## config.mk

```make
export PLATFORM = sky130hd
export DESIGN_NAME = divUnit
export DESIGN_NICKNAME = d
export VERILOG_FILES = /design/src/divPkg.sv /design/src/divDecode.sv /design/src/divExecute.sv /design/src/divResult.sv /design/src/divUnit.sv
export VERILOG_INCLUDE_DIRS = /design/src
export SDC_FILE = /design/constraint.sdc
export NUM_CORES = 1
export LEC_CHECK = 0
export BUFFER_PORTS_ARGS = -buffer_cell sky130_fd_sc_hd__buf_2
export CORE_ASPECT_RATIO = 1.25
export CORE_MARGIN = 1.5
export CORE_UTILIZATION = 45
export DETAILED_ROUTE_END_ITERATION = 12
export GPL_TIMING_DRIVEN = 0
export PLACE_DENSITY = 0.65
export SLEW_MARGIN = 20
export SYNTH_ARGS = -nofsm -noshare
export SYNTH_HDL_FRONTEND = slang
export SYNTH_HIERARCHICAL = 1
export SYNTH_SLANG_ARGS = --single-unit
```

## constraint.sdc

```tcl
create_clock -name clk -period 2.6 [get_ports clk]
set_clock_uncertainty 0.1 [all_clocks]
set_input_delay 0.26 -clock clk [delete_from_list [all_inputs] [get_ports clk]]
set_output_delay 0.26 -clock clk [all_outputs]
set_load 0.02 [all_outputs]
```

## src/div_params.svh

```systemverilog
`ifndef DIV_PARAMS_SVH
`define DIV_PARAMS_SVH

// Operand width. The dividend, divisor, quotient and remainder all share it.
`define DIV_WIDTH 16

// The iteration counter must be able to hold DIV_WIDTH itself.
`define DIV_CNT_WIDTH 5

// Command opcodes in the top two bits of a command word.
// Code 2'b00 is not a command and is ignored by the decoder.
`define DIV_OP_LOADA 2'b01
`define DIV_OP_LOADB 2'b10
`define DIV_OP_DIVIDE 2'b11

`endif

```

## src/divPkg.sv

```systemverilog
`default_nettype none

`include "div_params.svh"

package divPkg;

	// Load view of a command word. It carries an operand value.
	typedef struct packed {
		logic [1:0] opcode;
		logic [5:0] spare;
		logic [`DIV_WIDTH-1:0] value;
	} divLoad_t;

	// Divide view of a command word. Only the mode bit matters here.
	typedef struct packed {
		logic [1:0] opcode;
		logic signedMode;
		logic [`DIV_WIDTH+4:0] spare;
	} divStart_t;

	// The opcode sits in the same bits in both views.
	typedef union packed {
		divLoad_t load;
		divStart_t start;
	} divCmd_u;

	// Operands as magnitudes with the sign fixups still to be applied.
	typedef struct packed {
		logic [`DIV_WIDTH-1:0] dividendMag;
		logic [`DIV_WIDTH-1:0] divisorMag;
		logic negQuot;
		logic negRem;
		logic divByZero;
	} divJob_t;

	// Unsigned outcome of the restoring core.
	typedef struct packed {
		logic [`DIV_WIDTH-1:0] quot;
		logic [`DIV_WIDTH-1:0] rem;
	} divRaw_t;

	// Final answer as seen at the top level.
	typedef struct packed {
		logic [`DIV_WIDTH-1:0] quotient;
		logic [`DIV_WIDTH-1:0] remainder;
		logic divByZero;
	} divResult_t;

endpackage

`default_nettype wire

```

## src/divDecode.sv

```systemverilog
`default_nettype none
`timescale 1ns/1ps

`include "div_params.svh"

module divDecode
(
	input wire logic clk,
	input wire logic rst,
	input wire logic cmdStrobe,
	input wire divPkg::divCmd_u cmd,
	input wire logic busy,
	output divPkg::divJob_t job,
	output logic go
);

	logic [`DIV_WIDTH-1:0] dividendReg;
	logic [`DIV_WIDTH-1:0] divisorReg;
	logic isLoadA;
	logic isLoadB;
	logic isDivide;
	logic accept;
	logic signedMode;
	logic dividendNeg;
	logic divisorNeg;
	divPkg::divJob_t nextJob;

	always_comb
	begin
		isLoadA = cmdStrobe && (cmd.load.opcode == `DIV_OP_LOADA);
		isLoadB = cmdStrobe && (cmd.load.opcode == `DIV_OP_LOADB);
		isDivide = cmdStrobe && (cmd.start.opcode == `DIV_OP_DIVIDE);
		// A divide on the cycle after an accepted one would slip in before busy rises.
		accept = isDivide && !busy && !go;
	end

	always_comb
	begin
		signedMode = cmd.start.signedMode;
		dividendNeg = signedMode && dividendReg[`DIV_WIDTH-1]; // Sign only counts in signed mode.
		divisorNeg = signedMode && divisorReg[`DIV_WIDTH-1];
	end

	always_comb
	begin
		if (dividendNeg)
			nextJob.dividendMag = -dividendReg;
		else
			nextJob.dividendMag = dividendReg;
		if (divisorNeg)
			nextJob.divisorMag = -divisorReg;
		else
			nextJob.divisorMag = divisorReg;
		nextJob.negQuot = dividendNeg ^ divisorNeg; // Quotient is negative when signs differ.
		nextJob.negRem = dividendNeg; // Remainder follows the dividend.
		nextJob.divByZero = (divisorReg == '0);
	end

	// Operand registers. Loads are taken even while a division runs.
	always_ff @(posedge clk)
	begin
		if (rst)
		begin
			dividendReg <= '0;
			divisorReg <= '0;
		end
		else
		begin
			if (isLoadA)
				dividendReg <= cmd.load.value;
			if (isLoadB)
				divisorReg <= cmd.load.value;
		end
	end

	always_ff @(posedge clk)
	begin
		if (rst)
			go <= 1'b0;
		else
			go <= accept; // One-cycle pulse after the accepted strobe.
	end

	always_ff @(posedge clk)
	begin
		if (accept)
			job <= nextJob; // Held until the next accepted divide.
	end

endmodule

`default_nettype wire

```

## src/divExecute.sv

```systemverilog
`default_nettype none
`timescale 1ns/1ps

`include "div_params.svh"

module divExecute
(
	input wire logic clk,
	input wire logic rst,
	input wire logic go,
	input wire divPkg::divJob_t job,
	output divPkg::divRaw_t raw,
	output logic finish,
	output logic busy
);

	localparam logic [`DIV_CNT_WIDTH-1:0] stepCount = `DIV_CNT_WIDTH'(`DIV_WIDTH);
	localparam logic [`DIV_CNT_WIDTH-1:0] lastCount = `DIV_CNT_WIDTH'(1);

	typedef enum logic [1:0]
	{
		stIdle = 2'd0,
		stRun = 2'd1,
		stFinish = 2'd2
	} execState_e;

	execState_e state;
	execState_e nextState;
	logic [`DIV_CNT_WIDTH-1:0] count;
	logic [`DIV_WIDTH-1:0] remReg;
	logic [`DIV_WIDTH-1:0] quotReg;
	logic [`DIV_WIDTH-1:0] divisorReg;
	logic [`DIV_WIDTH:0] shifted;
	logic [`DIV_WIDTH+1:0] diff;
	logic borrow;
	logic lastStep;
	logic loadJob;
	logic runStep;

	always_comb
	begin
		loadJob = (state == stIdle) && go;
		runStep = (state == stRun);
		lastStep = runStep && (count == lastCount); // Sixteenth step in flight.
	end

	// One restoring step. The next dividend bit enters the partial remainder.
	always_comb
	begin
		shifted = {remReg, quotReg[`DIV_WIDTH-1]};
		diff = {1'b0, shifted} - {2'b00, divisorReg};
		borrow = diff[`DIV_WIDTH+1]; // Set when the divisor did not fit.
	end

	always_comb
	begin
		nextState = state;
		case (state)
			stIdle:
			begin
				if (go)
					nextState = stRun;
			end
			stRun:
			begin
				if (lastStep)
					nextState = stFinish;
			end
			stFinish:
			begin
				nextState = stIdle;
			end
			default:
			begin
				nextState = stIdle;
			end
		endcase
	end

	always_ff @(posedge clk)
	begin
		if (rst)
		begin
			state <= stIdle;
			count <= '0;
			finish <= 1'b0;
		end
		else
		begin
			state <= nextState;
			finish <= (state == stFinish); // Raw result has settled by now.
			if (loadJob)
				count <= stepCount;
			else if (runStep)
				count <= count - 1'b1;
		end
	end

	always_ff @(posedge clk)
	begin
		if (loadJob)
		begin
			remReg <= '0;
			quotReg <= job.dividendMag; // Dividend bits shift out as quotient bits shift in.
			divisorReg <= job.divisorMag;
		end
		else if (runStep)
		begin
			if (borrow)
			begin
				remReg <= shifted[`DIV_WIDTH-1:0]; // Restore.
				quotReg <= {quotReg[`DIV_WIDTH-2:0], 1'b0};
			end
			else
			begin
				remReg <= diff[`DIV_WIDTH-1:0];
				quotReg <= {quotReg[`DIV_WIDTH-2:0], 1'b1};
			end
		end
	end

	// Busy covers the run and the settling cycle. It drops as finish rises.
	assign busy = (state != stIdle);

	always_comb
	begin
		raw.quot = quotReg;
		raw.rem = remReg;
	end

endmodule

`default_nettype wire

```

## src/divResult.sv

```systemverilog
`default_nettype none
`timescale 1ns/1ps

`include "div_params.svh"

module divResult
(
	input wire logic clk,
	input wire logic rst,
	input wire logic go,
	input wire logic finish,
	input wire divPkg::divJob_t job,
	input wire divPkg::divRaw_t raw,
	output divPkg::divResult_t result,
	output logic done
);

	logic [`DIV_WIDTH-1:0] quotFixed;
	logic [`DIV_WIDTH-1:0] remFixed;
	divPkg::divResult_t corrected;

	// Truncation toward zero falls out of negating the unsigned answer.
	always_comb
	begin
		if (job.negQuot)
			quotFixed = -raw.quot;
		else
			quotFixed = raw.quot;
		if (job.negRem)
			remFixed = -raw.rem;
		else
			remFixed = raw.rem;
	end

	always_comb
	begin
		corrected.quotient = quotFixed;
		corrected.remainder = remFixed;
		corrected.divByZero = job.divByZero; // Core output is still presented as is.
	end

	always_ff @(posedge clk)
	begin
		if (rst)
		begin
			result <= '0;
			done <= 1'b0;
		end
		else if (finish)
		begin
			result <= corrected;
			done <= 1'b1; // Held until the next division starts.
		end
		else if (go)
		begin
			done <= 1'b0;
		end
	end

endmodule

`default_nettype wire

```

## src/divUnit.sv

```systemverilog
`default_nettype none
`timescale 1ns/1ps

module divUnit
(
	input wire logic clk,
	input wire logic rst,
	input wire logic cmdStrobe,
	input wire divPkg::divCmd_u cmd,
	output divPkg::divResult_t result,
	output logic done,
	output logic busy
);

	divPkg::divJob_t job;
	divPkg::divRaw_t raw;
	logic go;
	logic finish;

	divDecode decode
	(
		.clk(clk),
		.rst(rst),
		.cmdStrobe(cmdStrobe),
		.cmd(cmd),
		.busy(busy),
		.job(job),
		.go(go)
	);

	// Only one job is in flight so the decoded job stays valid to the end.
	divExecute execute
	(
		.clk(clk),
		.rst(rst),
		.go(go),
		.job(job),
		.raw(raw),
		.finish(finish),
		.busy(busy)
	);

	divResult resultStage
	(
		.clk(clk),
		.rst(rst),
		.go(go),
		.finish(finish),
		.job(job),
		.raw(raw),
		.result(result),
		.done(done)
	);

endmodule

`default_nettype wire

```

==> reports/metrics.cfg, run 1 <==
[layout]
fin_area_mm2=0.00930
seq_area_mm2=0.00384
synthToLayoutAreaGrowth_pct=17.9
diodes=0
fill_cells=1561
multiInputGateArea_mm2=0.00380
nets=929
drive_gt1_share_pct=18.2

[placement]
place_congestion=0.876
place_area_mm2=0.00847
numPortBuffers=55
hpwl_mm=12.5

[floorplan]
boundaryPins=62
initial_core_util_pct=46.5
die_w_um=121
fp.dieH_um=151
dieArea_mm2=0.0183
core_region_area_mm2=0.0170
rows=53

[synthesis]
ys_seq_area_share_pct=48.6
avgSynthCellArea_um2=10.0
syn_area_mm2=0.00789
yosysWarnings=6
ys.flop_type=dfxtp_1
synthesis.instances=789
synth_cell_types=70
syn_nets=839
synth-edff-count=67
async_flop_share_pct=0
yosys_register_bits=158

[clock_network]
cts-root-buf=clkbuf_16
cts_buffers=17
h-tree-depth=4
tritoncts=built
clk_latency_ns=0.42
cts.sinks=158
cts.clk_slew.worst_paths_ns=0.06
clk_path_buf_depth=2

[power]
peakVddDrop_mv=0.314
p_per_area_mw_per_mm2=751
leakagePower_nw=3.56

[timing]
tightestPinTransition_ns=0.623
drv_slew=0
post-route-period-util_pct=95.5
finalSetupViolCount=0
max_freq_ghz=0.403
setup_tns_ns=0
slew_headroom_pct=58.4
period_minus_slack_ns=2.48
hold_viol_final=0

[global_route]
grt_pass1_vias=5582
grt_overflow=0
grt_pass1_wl_mm=27.3
grt_usage_pct=19.0
grt_max_degree=26
antenna_found_initial=0

[route]
post_drt_wl_per_cell_um=15.1
drt_iter0_markers=322
totalWireLength_mm=16.7
route.detailed.drc=0
ant_nets=0
dr.pass1.iters=5
viasPerCell=5.24
vias=5827

[flow_run]
cap_viol_max_count=0

[outcome]
status=completed

[setup_path]
critPathLaunchType=register
critPathCaptureType=register
critPathMaxFanout=3
cp.arrival_ns=2.66
cp.required_ns=2.78
crit_type=reg2reg

[min_path]
hold_class=in2reg

[flip-flops by register name, summed over array words and instances (netlist names)]
name	count
execute/remReg	16
execute/divisorReg	16
resultStage/result	33
decode/dividendReg	16
decode/go	1
execute/quotReg	16
decode/job	35
resultStage/done	1
execute/finish	1
decode/divisorReg	16
execute/state	2
execute/count	5
[placed cells by master (no fill, tap or decap), types with 7 or more instances in the layout]
| cell | count |
|---|---|
| o31ai_1 | 9 |
| nor2_1 | 60 |
| inv_1 | 35 |
| o22ai_1 | 7 |
| buf_2 | 59 |
| dfxtp_1 | 88 |
| o21ai_0 | 23 |
| mux2_2 | 16 |
| a31oi_1 | 10 |
| a21oi_1 | 55 |
| or3_1 | 7 |
| clkbuf_16 | 19 |
| a211oi_1 | 26 |
| nor4_1 | 8 |
| dlygate4sd3_1 | 11 |
| ha_1 | 17 |
| o41ai_2 | 7 |
| mux2i_1 | 18 |
| edfxtp_1 | 67 |
| nand2b_1 | 9 |
| nand2_1 | 107 |
| xnor2_1 | 20 |
| clkbuf_1 | 29 |
| nor3_1 | 13 |
| xor2_1 | 45 |
[path summary, 6_finish.rpt]
kind	from	endpoint	slack (ns)	cells after the start
worst min-delay path	cmd[6]	decode/dividendReg[6]	0.02	3
worst max-delay path	execute/quotReg[15]	execute/remReg[14]	0.12	11
worst max register to register	execute/quotReg[15]	execute/remReg[14]	0.12	11
worst min register to register	decode/job[13]	execute/divisorReg[10]	0.32	0
[report_power, final]
part / internal (mW) / switching (mW)
clock: 1.55 / 0.950
sequential: 2.72 / 0.216
combinational: 0.710 / 0.839
total: 4.98 / 2.01
[final cells by class]
class                   instances  share of cell area, %
inverters                      37                   1.49
well taps                     220                   2.96
flip-flops and latches        158                   41.3
plain buffers                  41                   2.18
repair buffers                 71                   4.76
multi-input cells             553                   40.9
clock buffers                  22                   5.34
clock inverters                 9                   1.14
[per-layer routing]
metal | global-route usage [%] | part of all wire [%] | up-vias
met1 | 23.0 | 46 | 2649
met5 | 0 | 0 | -
met2 | 33.1 | 48 | 118
li1 | - | - | 3028
met4 | 8.00 | 2.4 | 0
met3 | 3.54 | 3.2 | 32
[metrics by stage]
stage                     hold slack (ns)  instances  setup WS [ns]  utilization, %  power, mW
after global routing               0.0200       1111        -0.0304            54.8       7.31
after CTS                          0.0110       1108         0.0169            54.3       6.98
after detailed placement            0.305       1065        -0.0927            49.9       4.44
final                              0.0196       1111          0.118            54.8       6.98
after global placement              0.301       1064         -0.116            49.7       4.41
after floorplan                     0.296        789          0.188               -       4.10
[cell usage after synthesis, drive strengths merged, types with 3 or more instances]
cell    number  area [um2]
xnor2       20         175
buf         13        86.3
edfxtp      67        2010
o211ai       4        30.0
nand3        5        25.0
clkbuf      28         115
nor3b        3        22.5
o41ai       12         195
nor2        61         229
o221ai       4        35.0
nand3b       3        22.5
nand2b       9        56.3
o31ai       10        80.1
and4         3        26.3
a41oi        4        35.0
or2          5        31.3
mux2i       18         180
nand2      107         402
a31oi       10        62.6
nor3        14        75.1
dfxtp       91        1820
or3          8        51.3
inv         37         139
or4          8        71.3
nand4        5        31.3
ha          22         275
nor4        11        96.3
a21o         4        31.3
a21oi       56         280
o22ai        7        43.8
o21ai       26         130
mux2        16         180
a211oi      26         195
xor2        45         394
[logic make-up after synthesis]
family                     after synthesis  share of synthesized area, %
muxes                                   34                          4.57
buffers and inverters                   78                          4.32
AOI/OAI and AO/OA                      174                          15.5
xor gates and xnor gates                65                          7.22
and+or+nand+nor                        257                          16.1
DFF                                    158                          48.6
adders and majority gates               23                          3.74
[worst max-delay path, stage by stage, from the launching register on]
cell	delay, ns
edfxtp_1	0.41
inv_2	0.10
ha_4	0.13
inv_2	0.03
fa_2	0.35
a21o_1	0.21
a221oi_4	0.33
o221ai_2	0.18
a21oi_2	0.18
xnor2_1	0.09
mux2i_1	0.14
o22ai_1	0.08
[timing repair]
item,in CTS,in global routing
endpoints found under the setup margin,2,7
buffers inserted,1,3
hold buffers,11,0
pin swaps,2,8
hold endpoints to repair,18,0
resized for setup,4,13
(Power assumes the default switching activity.)
==> run 2, diff against run 1 <==
--- a/config.mk
+++ b/config.mk
@@ -13,6 +13,7 @@
 export DETAILED_ROUTE_END_ITERATION = 12
 export GPL_TIMING_DRIVEN = 0
 export PLACE_DENSITY = 0.65
+export SETUP_SLACK_MARGIN = 0.4
 export SLEW_MARGIN = 20
 export SYNTH_ARGS = -nofsm -noshare
 export SYNTH_HDL_FRONTEND = slang
==> reports/metrics.cfg, run 2 (synthesized netlist as in run 1, its figures left out) <==
[route]
route.detailed.drc=0
totalWireLength_mm=17.9
ant_nets=0
dr.pass1.iters=4
post_drt_wl_per_cell_um=15.8
vias=6070
viasPerCell=5.37
drt_iter0_markers=300

[layout]
mostFrequentLayoutCells=nand2_1, dfxtp_1, edfxtp_1
drive_gt1_share_pct=24.1
top_register=decode/job
nets=948
multiInputGateArea_mm2=0.00400
seq_area_mm2=0.00385
diodes=0
largest_reg_flops=35
synthToLayoutAreaGrowth_pct=22.7
fill_cells=1510
biggestRegsByFlops=decode/job x35, resultStage/result x33
layout_commonest_cell=nand2_1

[floorplan]
boundaryPins=62
initial_core_util_pct=46.5
die_w_um=121
rows=53
dieArea_mm2=0.0183
core_region_area_mm2=0.0170
fp.dieH_um=151

[global_route]
grt_usage_pct=20.0
grt_max_degree=26
antenna_found_initial=0
grt_pass1_vias=5632
grt_overflow=0
grt_pass1_wl_mm=28.4

[clock_network]
tritoncts=built
cts_buffers=17
clk_latency_ns=0.43
cts.clk_slew.worst_paths_ns=0.06
cts.sinks=158
h-tree-depth=4
clk_path_buf_depth=2
cts-root-buf=clkbuf_16

[power]
netSwitchingFraction_pct=31.0
p_sw_mw=2.20
combPwrFrac_pct=26.3
p_per_area_mw_per_mm2=735
intPower_mw=4.91
leakagePower_nw=3.66
power_mw=7.12
seq_power_share_pct=41.5
peakVddDrop_mv=0.604
power_frac_clock_pct=32.2

[min_path]
whs_path_depth=3
hold_class=in2reg

[setup_path]
crit_path_frequent_cell=inv_2
worstReg2RegStart=execute/quotReg[15]
crit_cells=11
reg2reg_slack_ns=0.03
cp.required_ns=2.80
critPathLaunchType=register
critPathCaptureType=register
cp-startpoint=execute/quotReg[15]
path_cells=inv_2 -> ha_4 -> inv_2 -> fa_2 -> a21o_1 -> a221oi_4 -> o221ai_2 -> a21oi_2 -> xnor2_1 -> mux2i_1 -> o22ai_1
crit_type=reg2reg
cp_num_buf_inv=2
cp_top_family=compound AO/OA/AOI/OAI gates
worst_r2r_endpoint=execute/remReg[14]
critPathMaxFanout=3
crit_path_end=execute/remReg[14]
cp.arrival_ns=2.76
slowest_stage=edfxtp_1
r2r_cells=11
max_stage_delay_ns=0.40

[timing]
hold_viol_final=0
setup_tns_ns=0
drv_slew=0
slew_headroom_pct=60.3
rsz0062_at_grt=true
max_freq_ghz=0.389
post-route-period-util_pct=98.8
finalSetupViolCount=0
tightestPinTransition_ns=0.591
holdWs_ns=0.0214
period_minus_slack_ns=2.57

[flow_run]
cap_viol_max_count=0

[placement]
place_congestion=0.886
numPortBuffers=55
hpwl_mm=12.5

[outcome]
status=completed

==> run 2: metal layers <==
layer,GRT usage (%),part of all wire [%],up-vias
li1,-,-,3064
met1,24.8,44,2828
met2,34.7,50,148
met3,3.13,3.8,30
met4,8.00,2.4,0
met5,0,0,-
==> run 2: power groups by stage <==
stage / Combinational (mW) / Clock [mW] / Sequential, mW
4_1_cts: 1.69 / 2.34 / 2.95
2_1_floorplan: 1.22 / 0 / 2.90
5_1_grt: 2.04 / 2.44 / 2.97
6_report: 1.87 / 2.29 / 2.95
3_5_place_dp: 1.47 / 0 / 2.98
3_3_place_gp: 1.45 / 0 / 2.98
==> run 2: cell type report <==
class | instances | share of cell area [%]
Clock inverter | 14 | 1.12
Timing Repair Buffer | 89 | 6.70
Multi-Input combinational cell | 554 | 41.3
Sequential cell | 158 | 39.8
Tap cell | 220 | 2.84
Inverter | 37 | 1.47
Clock buffer | 18 | 4.54
Buffer | 41 | 2.20
==> run 2: worst min-delay path, stage by stage <==
cell and delay (ns):
buf_2 0.10, nand2_1 0.08, a21oi_1 0.06
==> run 2: worst min-delay path by stage <==
stage,endpoint,startpoint
2_1_floorplan,decode/dividendReg[5],cmd[5]
3_3_place_gp,execute/divisorReg[11],decode/job[14]
3_5_place_dp,execute/divisorReg[13],decode/job[16]
4_1_cts,decode/dividendReg[9],cmd[9]
5_1_grt,decode/dividendReg[8],cmd[8]
6_report,decode/dividendReg[9],cmd[9]
==> run 2: timing repair <==
action                                  CTS  global route
endpoints found under the setup margin   72            56
endpoints found under the hold margin    18             0
setup buffers                             5            14
hold buffers                             13             0
gates resized for setup                  41            38
gates cloned                              3             0
pin swaps                                19            14
==> run 2: through the flow <==
step	std cells	cell area (um2)	setup slack (ns)	utilization, %
2_1_floorplan	789	7920	0.293	-
3_3_place_gp	1064	8470	-0.0505	49.9
3_5_place_dp	1064	8470	-0.0762	49.9
4_1_cts	1117	9440	0.126	55.6
5_1_grt	1131	9680	-0.0574	57.0
6_report	1131	9680	0.0323	57.0
